**src/hdl/vidTiming_defs.svh**
```systemverilog
`ifndef VIDTIMING_DEFS_SVH
`define VIDTIMING_DEFS_SVH

// --------------------
// horizontal timing, in pixel clocks
// --------------------
`define H_DISPLAY   16      // active pixels per line
`define H_FRONT     2       // front porch
`define H_PULSE     3       // hsync width
`define H_BACK      4       // back porch, total 25

// --------------------
// vertical timing, in lines
// --------------------
`define V_DISPLAY   8       // active lines
`define V_FRONT     2
`define V_PULSE     2       // vsync lines
`define V_BACK      2       // total 14 lines

// --------------------
// pixel path
// --------------------
`define PIX_W       12      // rgb444
`define FIFO_DEPTH  4       // covers the prefetch lead
`define PREFETCH    2       // fvde lead over vde, clocks

`endif

```
**src/hdl/vidTimingPkg.sv**
```systemverilog
`include "vidTiming_defs.svh"

package vidTimingPkg;

    // --------------------
    // counter and data widths
    // --------------------
    typedef logic [5:0]        hPos_t;      // 0..24 horizontal
    typedef logic [4:0]        vPos_t;      // 0..13 vertical
    typedef logic [`PIX_W-1:0] pixel_t;     // r in top nibble, then g, b
    typedef logic [1:0]        pattern_t;
    typedef logic [7:0]        frameCnt_t;

    // pattern select codes
    localparam pattern_t PAT_BARS    = 2'd0;
    localparam pattern_t PAT_RAMP    = 2'd1;
    localparam pattern_t PAT_CHECKER = 2'd2;
    localparam pattern_t PAT_TINT    = 2'd3;

    // start/stop control
    typedef enum logic [1:0] {
        IDLE,       // no output
        ARMED,      // waiting for frame end
        RUN         // streaming pixels
    } ctrlState_t;

endpackage

```
**src/hdl/frameCtrl.sv**
```systemverilog
`timescale 1ns/1ps
`include "vidTiming_defs.svh"

module frameCtrl
    import vidTimingPkg::*;
(
    input  logic      iClk,
    input  logic      rstN,
    input  logic      iStart,       // strobe
    input  logic      iStop,        // strobe, honoured at frame end
    input  pattern_t  iPattern,     // level, sampled on fe
    input  logic      fe,
    input  logic      fvde,
    output logic      pixReq,
    output logic      frameStart,
    output pattern_t  pattern,
    output frameCnt_t frameCnt,
    output logic      running
);

    ctrlState_t state, stateNxt;
    logic       stopPend;   // stop seen, waiting for fe
    logic       newFrame;   // fe that opens another frame

    // --------------------
    // next state
    // --------------------
    always_comb
    begin
        stateNxt = state;
        newFrame = 1'b0;
        case (state)
            IDLE:
                if (iStart)
                    stateNxt = ARMED;
            ARMED, RUN:
                if (fe)
                begin
                    if (stopPend || iStop)
                        stateNxt = IDLE;    // frame already complete
                    else
                    begin
                        stateNxt = RUN;
                        newFrame = 1'b1;
                    end
                end
            default:
                stateNxt = IDLE;
        endcase
    end

    always_ff @(posedge iClk)
    begin
        if (!rstN)
        begin
            state      <= IDLE;
            stopPend   <= 1'b0;
            pattern    <= PAT_BARS;
            frameCnt   <= '0;
            frameStart <= 1'b0;
        end
        else
        begin
            state      <= stateNxt;
            frameStart <= newFrame;
            if (state == IDLE)
                stopPend <= 1'b0;
            else if (iStop)
                stopPend <= 1'b1;
            else if (iStart)
                stopPend <= 1'b0;   // restart cancels a pending stop
            if (newFrame)
            begin
                pattern  <= iPattern;           // held for the whole frame
                frameCnt <= frameCnt + 1'b1;
            end
        end
    end

    assign running = (state == RUN);
    assign pixReq  = fvde && (state == RUN);    // requests only while streaming

endmodule

```
**src/hdl/hVSyncGen.sv**
```systemverilog
`timescale 1ns/1ps
`include "vidTiming_defs.svh"

module hVSyncGen
    import vidTimingPkg::*;
(
    input  logic iClk,
    input  logic rstN,
    output logic hSync,     // horizontal sync, active high
    output logic vSync,     // vertical sync, active high
    output logic vde,       // display enable
    output logic fvde,      // early enable, PREFETCH clocks ahead of vde
    output logic fe         // frame end strobe
);

    // derived constants
    localparam int hSyncStart = `H_DISPLAY + `H_FRONT;
    localparam int hSyncEnd   = hSyncStart + `H_PULSE - 1;
    localparam int hMax       = `H_DISPLAY + `H_FRONT + `H_PULSE + `H_BACK - 1;
    localparam int vSyncStart = `V_DISPLAY + `V_FRONT;
    localparam int vSyncEnd   = vSyncStart + `V_PULSE - 1;
    localparam int vMax       = `V_DISPLAY + `V_FRONT + `V_PULSE + `V_BACK - 1;

    hPos_t hPos;        // display position
    vPos_t vPos;
    hPos_t fhPos;       // prefetch position, leads hPos
    vPos_t fvPos;

    logic hMatch, hRange;
    logic vMatch, vRange;
    logic vdeNxt, feNxt;
    logic fhMatch, fvMatch, fvdeNxt;

    // --------------------
    // display counters
    // --------------------
    always_ff @(posedge iClk)
    begin
        if (!rstN)
        begin
            hPos <= '0;
            vPos <= '0;
        end
        else if (hMatch)
        begin
            hPos <= '0;
            vPos <= vMatch ? vPos_t'(0) : vPos + 1'b1;   // next line
        end
        else
            hPos <= hPos + 1'b1;
    end

    // --------------------
    // prefetch counters
    // --------------------
    always_ff @(posedge iClk)
    begin
        if (!rstN)
        begin
            fhPos <= hPos_t'(`PREFETCH);    // start ahead by the lead
            fvPos <= '0;
        end
        else if (fhMatch)
        begin
            fhPos <= '0;
            fvPos <= fvMatch ? vPos_t'(0) : fvPos + 1'b1;
        end
        else
            fhPos <= fhPos + 1'b1;
    end

    // range decode
    always_comb
    begin
        hMatch  = (hPos == hPos_t'(hMax));
        vMatch  = (vPos == vPos_t'(vMax));
        hRange  = (hPos >= hPos_t'(hSyncStart)) && (hPos <= hPos_t'(hSyncEnd));
        vRange  = (vPos >= vPos_t'(vSyncStart)) && (vPos <= vPos_t'(vSyncEnd));
        vdeNxt  = (hPos < hPos_t'(`H_DISPLAY)) && (vPos < vPos_t'(`V_DISPLAY));
        // first blank pixel of first blank line
        feNxt   = (hPos == hPos_t'(`H_DISPLAY)) && (vPos == vPos_t'(`V_DISPLAY));
        fhMatch = (fhPos == hPos_t'(hMax));
        fvMatch = (fvPos == vPos_t'(vMax));
        fvdeNxt = (fhPos < hPos_t'(`H_DISPLAY)) && (fvPos < vPos_t'(`V_DISPLAY));
    end

    // --------------------
    // output registers
    // --------------------
    always_ff @(posedge iClk)
    begin
        if (!rstN)
        begin
            hSync <= 1'b0;
            vSync <= 1'b0;
            vde   <= 1'b0;
            fvde  <= 1'b0;
            fe    <= 1'b0;
        end
        else
        begin
            hSync <= hRange;
            vSync <= vRange;
            vde   <= vdeNxt;
            fvde  <= fvdeNxt;
            fe    <= feNxt;     // single clock, counters move on
        end
    end

endmodule

```
**src/hdl/patternGen.sv**
```systemverilog
`timescale 1ns/1ps
`include "vidTiming_defs.svh"

module patternGen
    import vidTimingPkg::*;
(
    input  logic      iClk,
    input  logic      rstN,
    input  logic      pixReq,
    input  logic      frameStart,
    input  pattern_t  pattern,
    input  frameCnt_t frameCnt,
    output logic      wrEn,
    output pixel_t    pixel
);

    localparam int chW = `PIX_W / 3;   // bits per colour channel

    hPos_t         x;           // prefetch column
    vPos_t         y;           // prefetch line
    logic [2:0]    barIdx;
    logic [chW-1:0] r, g, b;

    // --------------------
    // prefetch position
    // --------------------
    always_ff @(posedge iClk)
    begin
        if (!rstN || frameStart)
        begin
            x <= '0;
            y <= '0;
        end
        else if (pixReq)
        begin
            if (x == hPos_t'(`H_DISPLAY - 1))
            begin
                x <= '0;
                y <= y + 1'b1;      // line wrap
            end
            else
                x <= x + 1'b1;
        end
    end

    // --------------------
    // pattern select
    // --------------------
    always_comb
    begin
        barIdx = 3'((32'(x) * 8) / `H_DISPLAY);   // eight equal bars
        r = '0;
        g = '0;
        b = '0;
        case (pattern)
            PAT_BARS:
            begin
                r = {chW{barIdx[2]}};
                g = {chW{barIdx[1]}};
                b = {chW{barIdx[0]}};
            end
            PAT_RAMP:
            begin
                r = x[chW-1:0];
                g = x[chW-1:0];
                b = x[chW-1:0];
            end
            PAT_CHECKER:
            begin
                r = {chW{x[2] ^ y[2]}};     // 4x4 squares
                g = {chW{x[2] ^ y[2]}};
                b = {chW{x[2] ^ y[2]}};
            end
            default:
            begin
                r = frameCnt[chW-1:0];      // tint moves each frame
                g = y[chW-1:0];
            end
        endcase
    end

    always_ff @(posedge iClk)
    begin
        if (!rstN)
            wrEn <= 1'b0;
        else
            wrEn <= pixReq;     // one pixel per request
    end

    always_ff @(posedge iClk)
    begin
        if (pixReq)
            pixel <= {r, g, b};
    end

endmodule

```
**src/hdl/pixelFifo.sv**
```systemverilog
`timescale 1ns/1ps
`include "vidTiming_defs.svh"

module pixelFifo
    import vidTimingPkg::*;
(
    input  logic   iClk,
    input  logic   rstN,
    input  logic   wrEn,
    input  pixel_t wrPixel,
    input  logic   vde,
    input  logic   hSync,
    input  logic   vSync,
    input  logic   running,
    output logic   oDe,
    output pixel_t oRgb,
    output logic   oHSync,
    output logic   oVSync
);

    localparam int addrW = $clog2(`FIFO_DEPTH);

    pixel_t         mem [`FIFO_DEPTH];
    logic [addrW:0] wrPtr;      // extra msb tells full from empty
    logic [addrW:0] rdPtr;
    logic           pop;

    assign pop = vde && running;    // display pulls one pixel per active clock

    // --------------------
    // buffer
    // --------------------
    always_ff @(posedge iClk)
    begin
        if (wrEn)
            mem[wrPtr[addrW-1:0]] <= wrPixel;
    end

    always_ff @(posedge iClk)
    begin
        if (!rstN)
        begin
            wrPtr <= '0;
            rdPtr <= '0;
        end
        else
        begin
            if (wrEn)
                wrPtr <= wrPtr + 1'b1;
            if (pop)
                rdPtr <= rdPtr + 1'b1;
        end
    end

    // --------------------
    // output stage
    // --------------------
    always_ff @(posedge iClk)
    begin
        if (!rstN)
        begin
            oDe    <= 1'b0;
            oRgb   <= '0;
            oHSync <= 1'b0;
            oVSync <= 1'b0;
        end
        else
        begin
            oDe    <= pop;
            oRgb   <= pop ? mem[rdPtr[addrW-1:0]] : pixel_t'(0);   // black when idle
            oHSync <= hSync;    // same delay as the pixel
            oVSync <= vSync;
        end
    end

endmodule

```
**src/hdl/vidTimingTop.sv**
```systemverilog
`timescale 1ns/1ps
`include "vidTiming_defs.svh"

module vidTimingTop
    import vidTimingPkg::*;
(
    input  logic      iClk,
    input  logic      rstN,
    input  logic      iStart,
    input  logic      iStop,
    input  pattern_t  iPattern,
    output logic      oHSync,
    output logic      oVSync,
    output logic      oDe,
    output pixel_t    oRgb,
    output frameCnt_t oFrameCnt,
    output logic      oRunning
);

    logic     hSync, vSync, vde, fvde, fe;
    logic     pixReq, frameStart, running;
    logic     wrEn;
    pixel_t   pixel;
    pattern_t pattern;

    // free running timing
    hVSyncGen uSync (
        .iClk  (iClk),
        .rstN  (rstN),
        .hSync (hSync),
        .vSync (vSync),
        .vde   (vde),
        .fvde  (fvde),
        .fe    (fe)
    );

    frameCtrl uCtrl (
        .iClk       (iClk),
        .rstN       (rstN),
        .iStart     (iStart),
        .iStop      (iStop),
        .iPattern   (iPattern),
        .fe         (fe),
        .fvde       (fvde),
        .pixReq     (pixReq),
        .frameStart (frameStart),
        .pattern    (pattern),
        .frameCnt   (oFrameCnt),
        .running    (running)
    );

    patternGen uPat (
        .iClk       (iClk),
        .rstN       (rstN),
        .pixReq     (pixReq),
        .frameStart (frameStart),
        .pattern    (pattern),
        .frameCnt   (oFrameCnt),
        .wrEn       (wrEn),
        .pixel      (pixel)
    );

    // absorbs the prefetch lead
    pixelFifo uFifo (
        .iClk    (iClk),
        .rstN    (rstN),
        .wrEn    (wrEn),
        .wrPixel (pixel),
        .vde     (vde),
        .hSync   (hSync),
        .vSync   (vSync),
        .running (running),
        .oDe     (oDe),
        .oRgb    (oRgb),
        .oHSync  (oHSync),
        .oVSync  (oVSync)
    );

    assign oRunning = running;

endmodule

```
**config.mk**
```make
export PLATFORM = sky130hd
export DESIGN_NAME = vidTimingTop
export DESIGN_NICKNAME = d
export VERILOG_FILES = /design/src/hdl/vidTimingPkg.sv /design/src/hdl/frameCtrl.sv /design/src/hdl/hVSyncGen.sv /design/src/hdl/patternGen.sv /design/src/hdl/pixelFifo.sv /design/src/hdl/vidTimingTop.sv
export VERILOG_INCLUDE_DIRS = /design/src /design/src/hdl
export SDC_FILE = /design/constraint.sdc
export NUM_CORES = 1
export LEC_CHECK = 0
export ABC_AREA = 0
export BUFFER_PORTS_ARGS = -buffer_cell sky130_fd_sc_hd__buf_2
export CAP_MARGIN = 20
export CORE_ASPECT_RATIO = 1.2
export CORE_MARGIN = 2
export CORE_UTILIZATION = 40
export CTS_BUF_LIST = sky130_fd_sc_hd__clkbuf_8
export CTS_CLUSTER_DIAMETER = 30
export CTS_CLUSTER_SIZE = 10
export DETAILED_ROUTE_END_ITERATION = 10
export PLACE_DENSITY = 0.54
export REMOVE_ABC_BUFFERS = 1
export SLEW_MARGIN = 30
export SYNTH_ARGS = -nofsm -noshare
export SYNTH_HDL_FRONTEND = slang
export SYNTH_SLANG_ARGS = --single-unit
```
**constraint.sdc**
```tcl
create_clock -name iClk -period 3.95 [get_ports iClk]
set_input_delay 0.1975 -clock iClk [delete_from_list [all_inputs] [get_ports iClk]]
set_output_delay 0.1975 -clock iClk [all_outputs]
set_load 0.01 [all_outputs]
```
==> impl_metrics.ini <==
[min_path]
hold_path.class = in2reg
worstHoldPathCells = 3

[timing]
setup_tns_ps = 0
fin_crit_ps = 1816
tightestPinTransition_ps = 681.7
finalCritPeriodShare_pct = 45.98
skew_ps = 16.10
timing.fmax_mhz = 550.6
rsz0062_at_grt = no
final-hold-violation-count = 0
maxSlewViolCount = 0
slew_headroom_pct = 54.56
setup-violations-final = 0

[setup_path]
cpMaxStageDelayCell = and3_1
path_cells = inv_1 > ha_1 > and3_1 > nand3_4 > or3b_1 > a21oi_1
critical_path_arrival_ps = 2190
crit_type = reg2reg
end_kind = flop
worst_setup_path_start_kind = flop
crit_buf_inv = 1
cpPeakStageDelay_ps = 410
r2r_cells = 6
critPathTopFamily = simple AND/OR/NAND/NOR gates
crit_cells = 6
cp.required_ps = 4320
crit_fanout = 8

[yosys]
synth-seq-area-share_pct = 60.34
synth_top_area_share_pct = 33.73
synth_area_um2 = 5341
synth_common_cells = dfxtp_1, edfxtp_1, nor2b_1
synth.avg_cell_area_um2 = 12.48
async_flop_share_pct = 0
yosysWarnings = 0
synth.most_common_cell = dfxtp_1
ys_ff_latch = 131
ys_types = 50
synthFlopType = dfxtp_1
synth-edff-count = 60
synthCells = 428
synth_top_cell_by_area = edfxtp_1
netlist_top_cells_area = edfxtp_1, dfxtp_1, mux4_2

[global_routing]
antenna_found_initial = 0
grt_max_degree = 43
grt.overflow.total = 0
grt_pass1_wl_mm = 15.22
grtUsageTotal_pct = 14.35
grt_pass1_vias = 3221

[clock_tree]
cts.sinks = 131
htree_levels = 4
clk_latency_ps = 450
numCtsBuffers = 17
cts_root_buf = clkbuf_8
cts_setup_buffers = 0
clk_pin_slew_ps = 80
cts.path.max_buffers = 2
cts_tree = done

[route]
routed_via_density = 4.953
wl_met3_um = 324
routed-wl-met2_mm = 4.582
m1WireLength_mm = 3.950
topRoutingLayerUsed = met4
detail-route-antenna-nets = 0
first_pass_iters = 4
drtIter0Drc = 116
vias = 3170
drc_errors = 0
wl_mm = 9.010
detail_route.wl_per_cell_um = 14.08

[layout]
fillers = 1218
stdcell_area_um2 = 6016
synthToLayoutAreaGrowth_pct = 12.63
antenna_cells = 0
regArea_um2 = 3224
multi_input_area_um2 = 1954
final_nets = 483
drive_above_1_share_pct = 16.95

[floorplanning]
die_h_um = 130.6
die_width_um = 109.5
start_util_pct = 40.70
std_cell_rows = 46
core_area_um2 = 13120
ios = 30
design.die.area_um2 = 14300

[placed_design]
place_area_um2 = 5593
hpwl_mm = 5.967
place_congestion = 0.7390
port_buffers = 29

[flow_run]
drv_cap = 0

[power]
powerDensity_nw_per_um2 = 444.8
vdd_ir_drop_max_uv = 275.2
p_leak_nw = 2.255

[run_status]
outcome = completed
-- timing repair --
action | CTS | global route
hold buffers | 1 | 0
resized for setup | 0 | 0
endpoints found under the hold margin | 1 | 0
-- path summary, 6_finish.rpt --
path                           end  slack (ps)      startpoint
hold / removal    uCtrl.pattern[1]          40     iPattern[1]
setup reg to reg         uPat.x[4]        2130  uCtrl.state[0]
hold reg to reg       uFifo.oHSync         440     uSync.hSync
setup / recovery         uPat.x[4]        2130  uCtrl.state[0]
-- layer usage --
layer | vias up | global-route usage, %
li1 | 1590 | -
met1 | 1521 | 15.98
met2 | 48 | 24.47
met3 | 11 | 4.911
met4 | 0 | 6.925
met5 | - | 0
-- through the flow --
step           hold WS, ps  power (W)  worst slack (ps)  utilization [%]  instances
2_1_floorplan        270.5   0.001522              2351                -        410
3_3_place_gp         414.4   0.001547              2110            42.62        607
3_5_place_dp         425.9   0.001549              2100            42.62        607
4_1_cts              2.021   0.002718              2062            45.83        640
5_1_grt              56.60   0.002797              1995            45.84        640
6_report             38.65   0.002676              2134            45.84        640
-- cell families (layout without fill, tap and decap cells) --
| family | count (synthesis) | in the layout | share of synthesized area [%] |
|---|---|---|---|
| and+or+nand+nor | 150 | 150 | 16.02 |
| DFF | 131 | 131 | 60.34 |
| AOI/OAI and AO/OA | 50 | 50 | 5.458 |
| buffers and inverters | 34 | 78 | 3.068 |
| xor gates and xnor gates | 25 | 25 | 4.099 |
| muxes | 20 | 20 | 6.793 |
| adders and majority gates | 18 | 18 | 4.217 |
-- layout make-up --
| type | instances | share of cell area (%) |
|---|---|---|
| tap | 168 | 3.494 |
| sequential | 131 | 53.60 |
| multi-input combinational | 263 | 32.49 |
| clock inverter | 14 | 2.725 |
| clock buffer | 18 | 4.118 |
| inverter | 16 | 0.9983 |
| timing repair buffer | 30 | 2.579 |
-- flip-flops by register name (all words and copies together), names as in the netlist, 2 cells and up --
register and flops:
uSync.fhPos 6, uSync.vPos 5, uCtrl.state 2, uFifo.wrPtr 2, uPat.x 6, uPat.y 4, uSync.hPos 6, uFifo.rdPtr 2
uCtrl.frameCnt 8, uPat.pixel 12, uFifo.oRgb 12, uFifo.mem 48, uSync.fvPos 5, uCtrl.pattern 2
-- where the power goes --
group	total, W	leakage (nW)	internal (W)	switching [W]
Sequential	0.00144	1.12	0.00143	0.0000175
Clock	0.00116	0.207	0.000597	0.000561
Combinational	0.0000739	0.932	0.0000351	0.0000388
Total	0.00268	2.26	0.00206	0.000618
-- placed cells by master (no fill, tap or decap), drive strengths merged, types with 4 or more instances in the layout --
cell type / instances
a21oi: 16
and2: 18
and3: 6
buf: 29
clkbuf: 18
dfxtp: 71
edfxtp: 60
ha: 18
inv: 24
mux2i: 7
mux4: 13
nand2: 22
nand2b: 4
nand3: 24
nand4: 5
nor2: 21
nor2b: 24
o21ai: 19
or3: 4
xnor2: 11
xor2: 14
-- tightest hold or removal path, delay by kind of cell --
kind                   cells  cell delay, ps
muxes                      1              60
buffers and inverters      1              90
and+or+nand+nor            1              90
(Power assumes the default switching activity.)
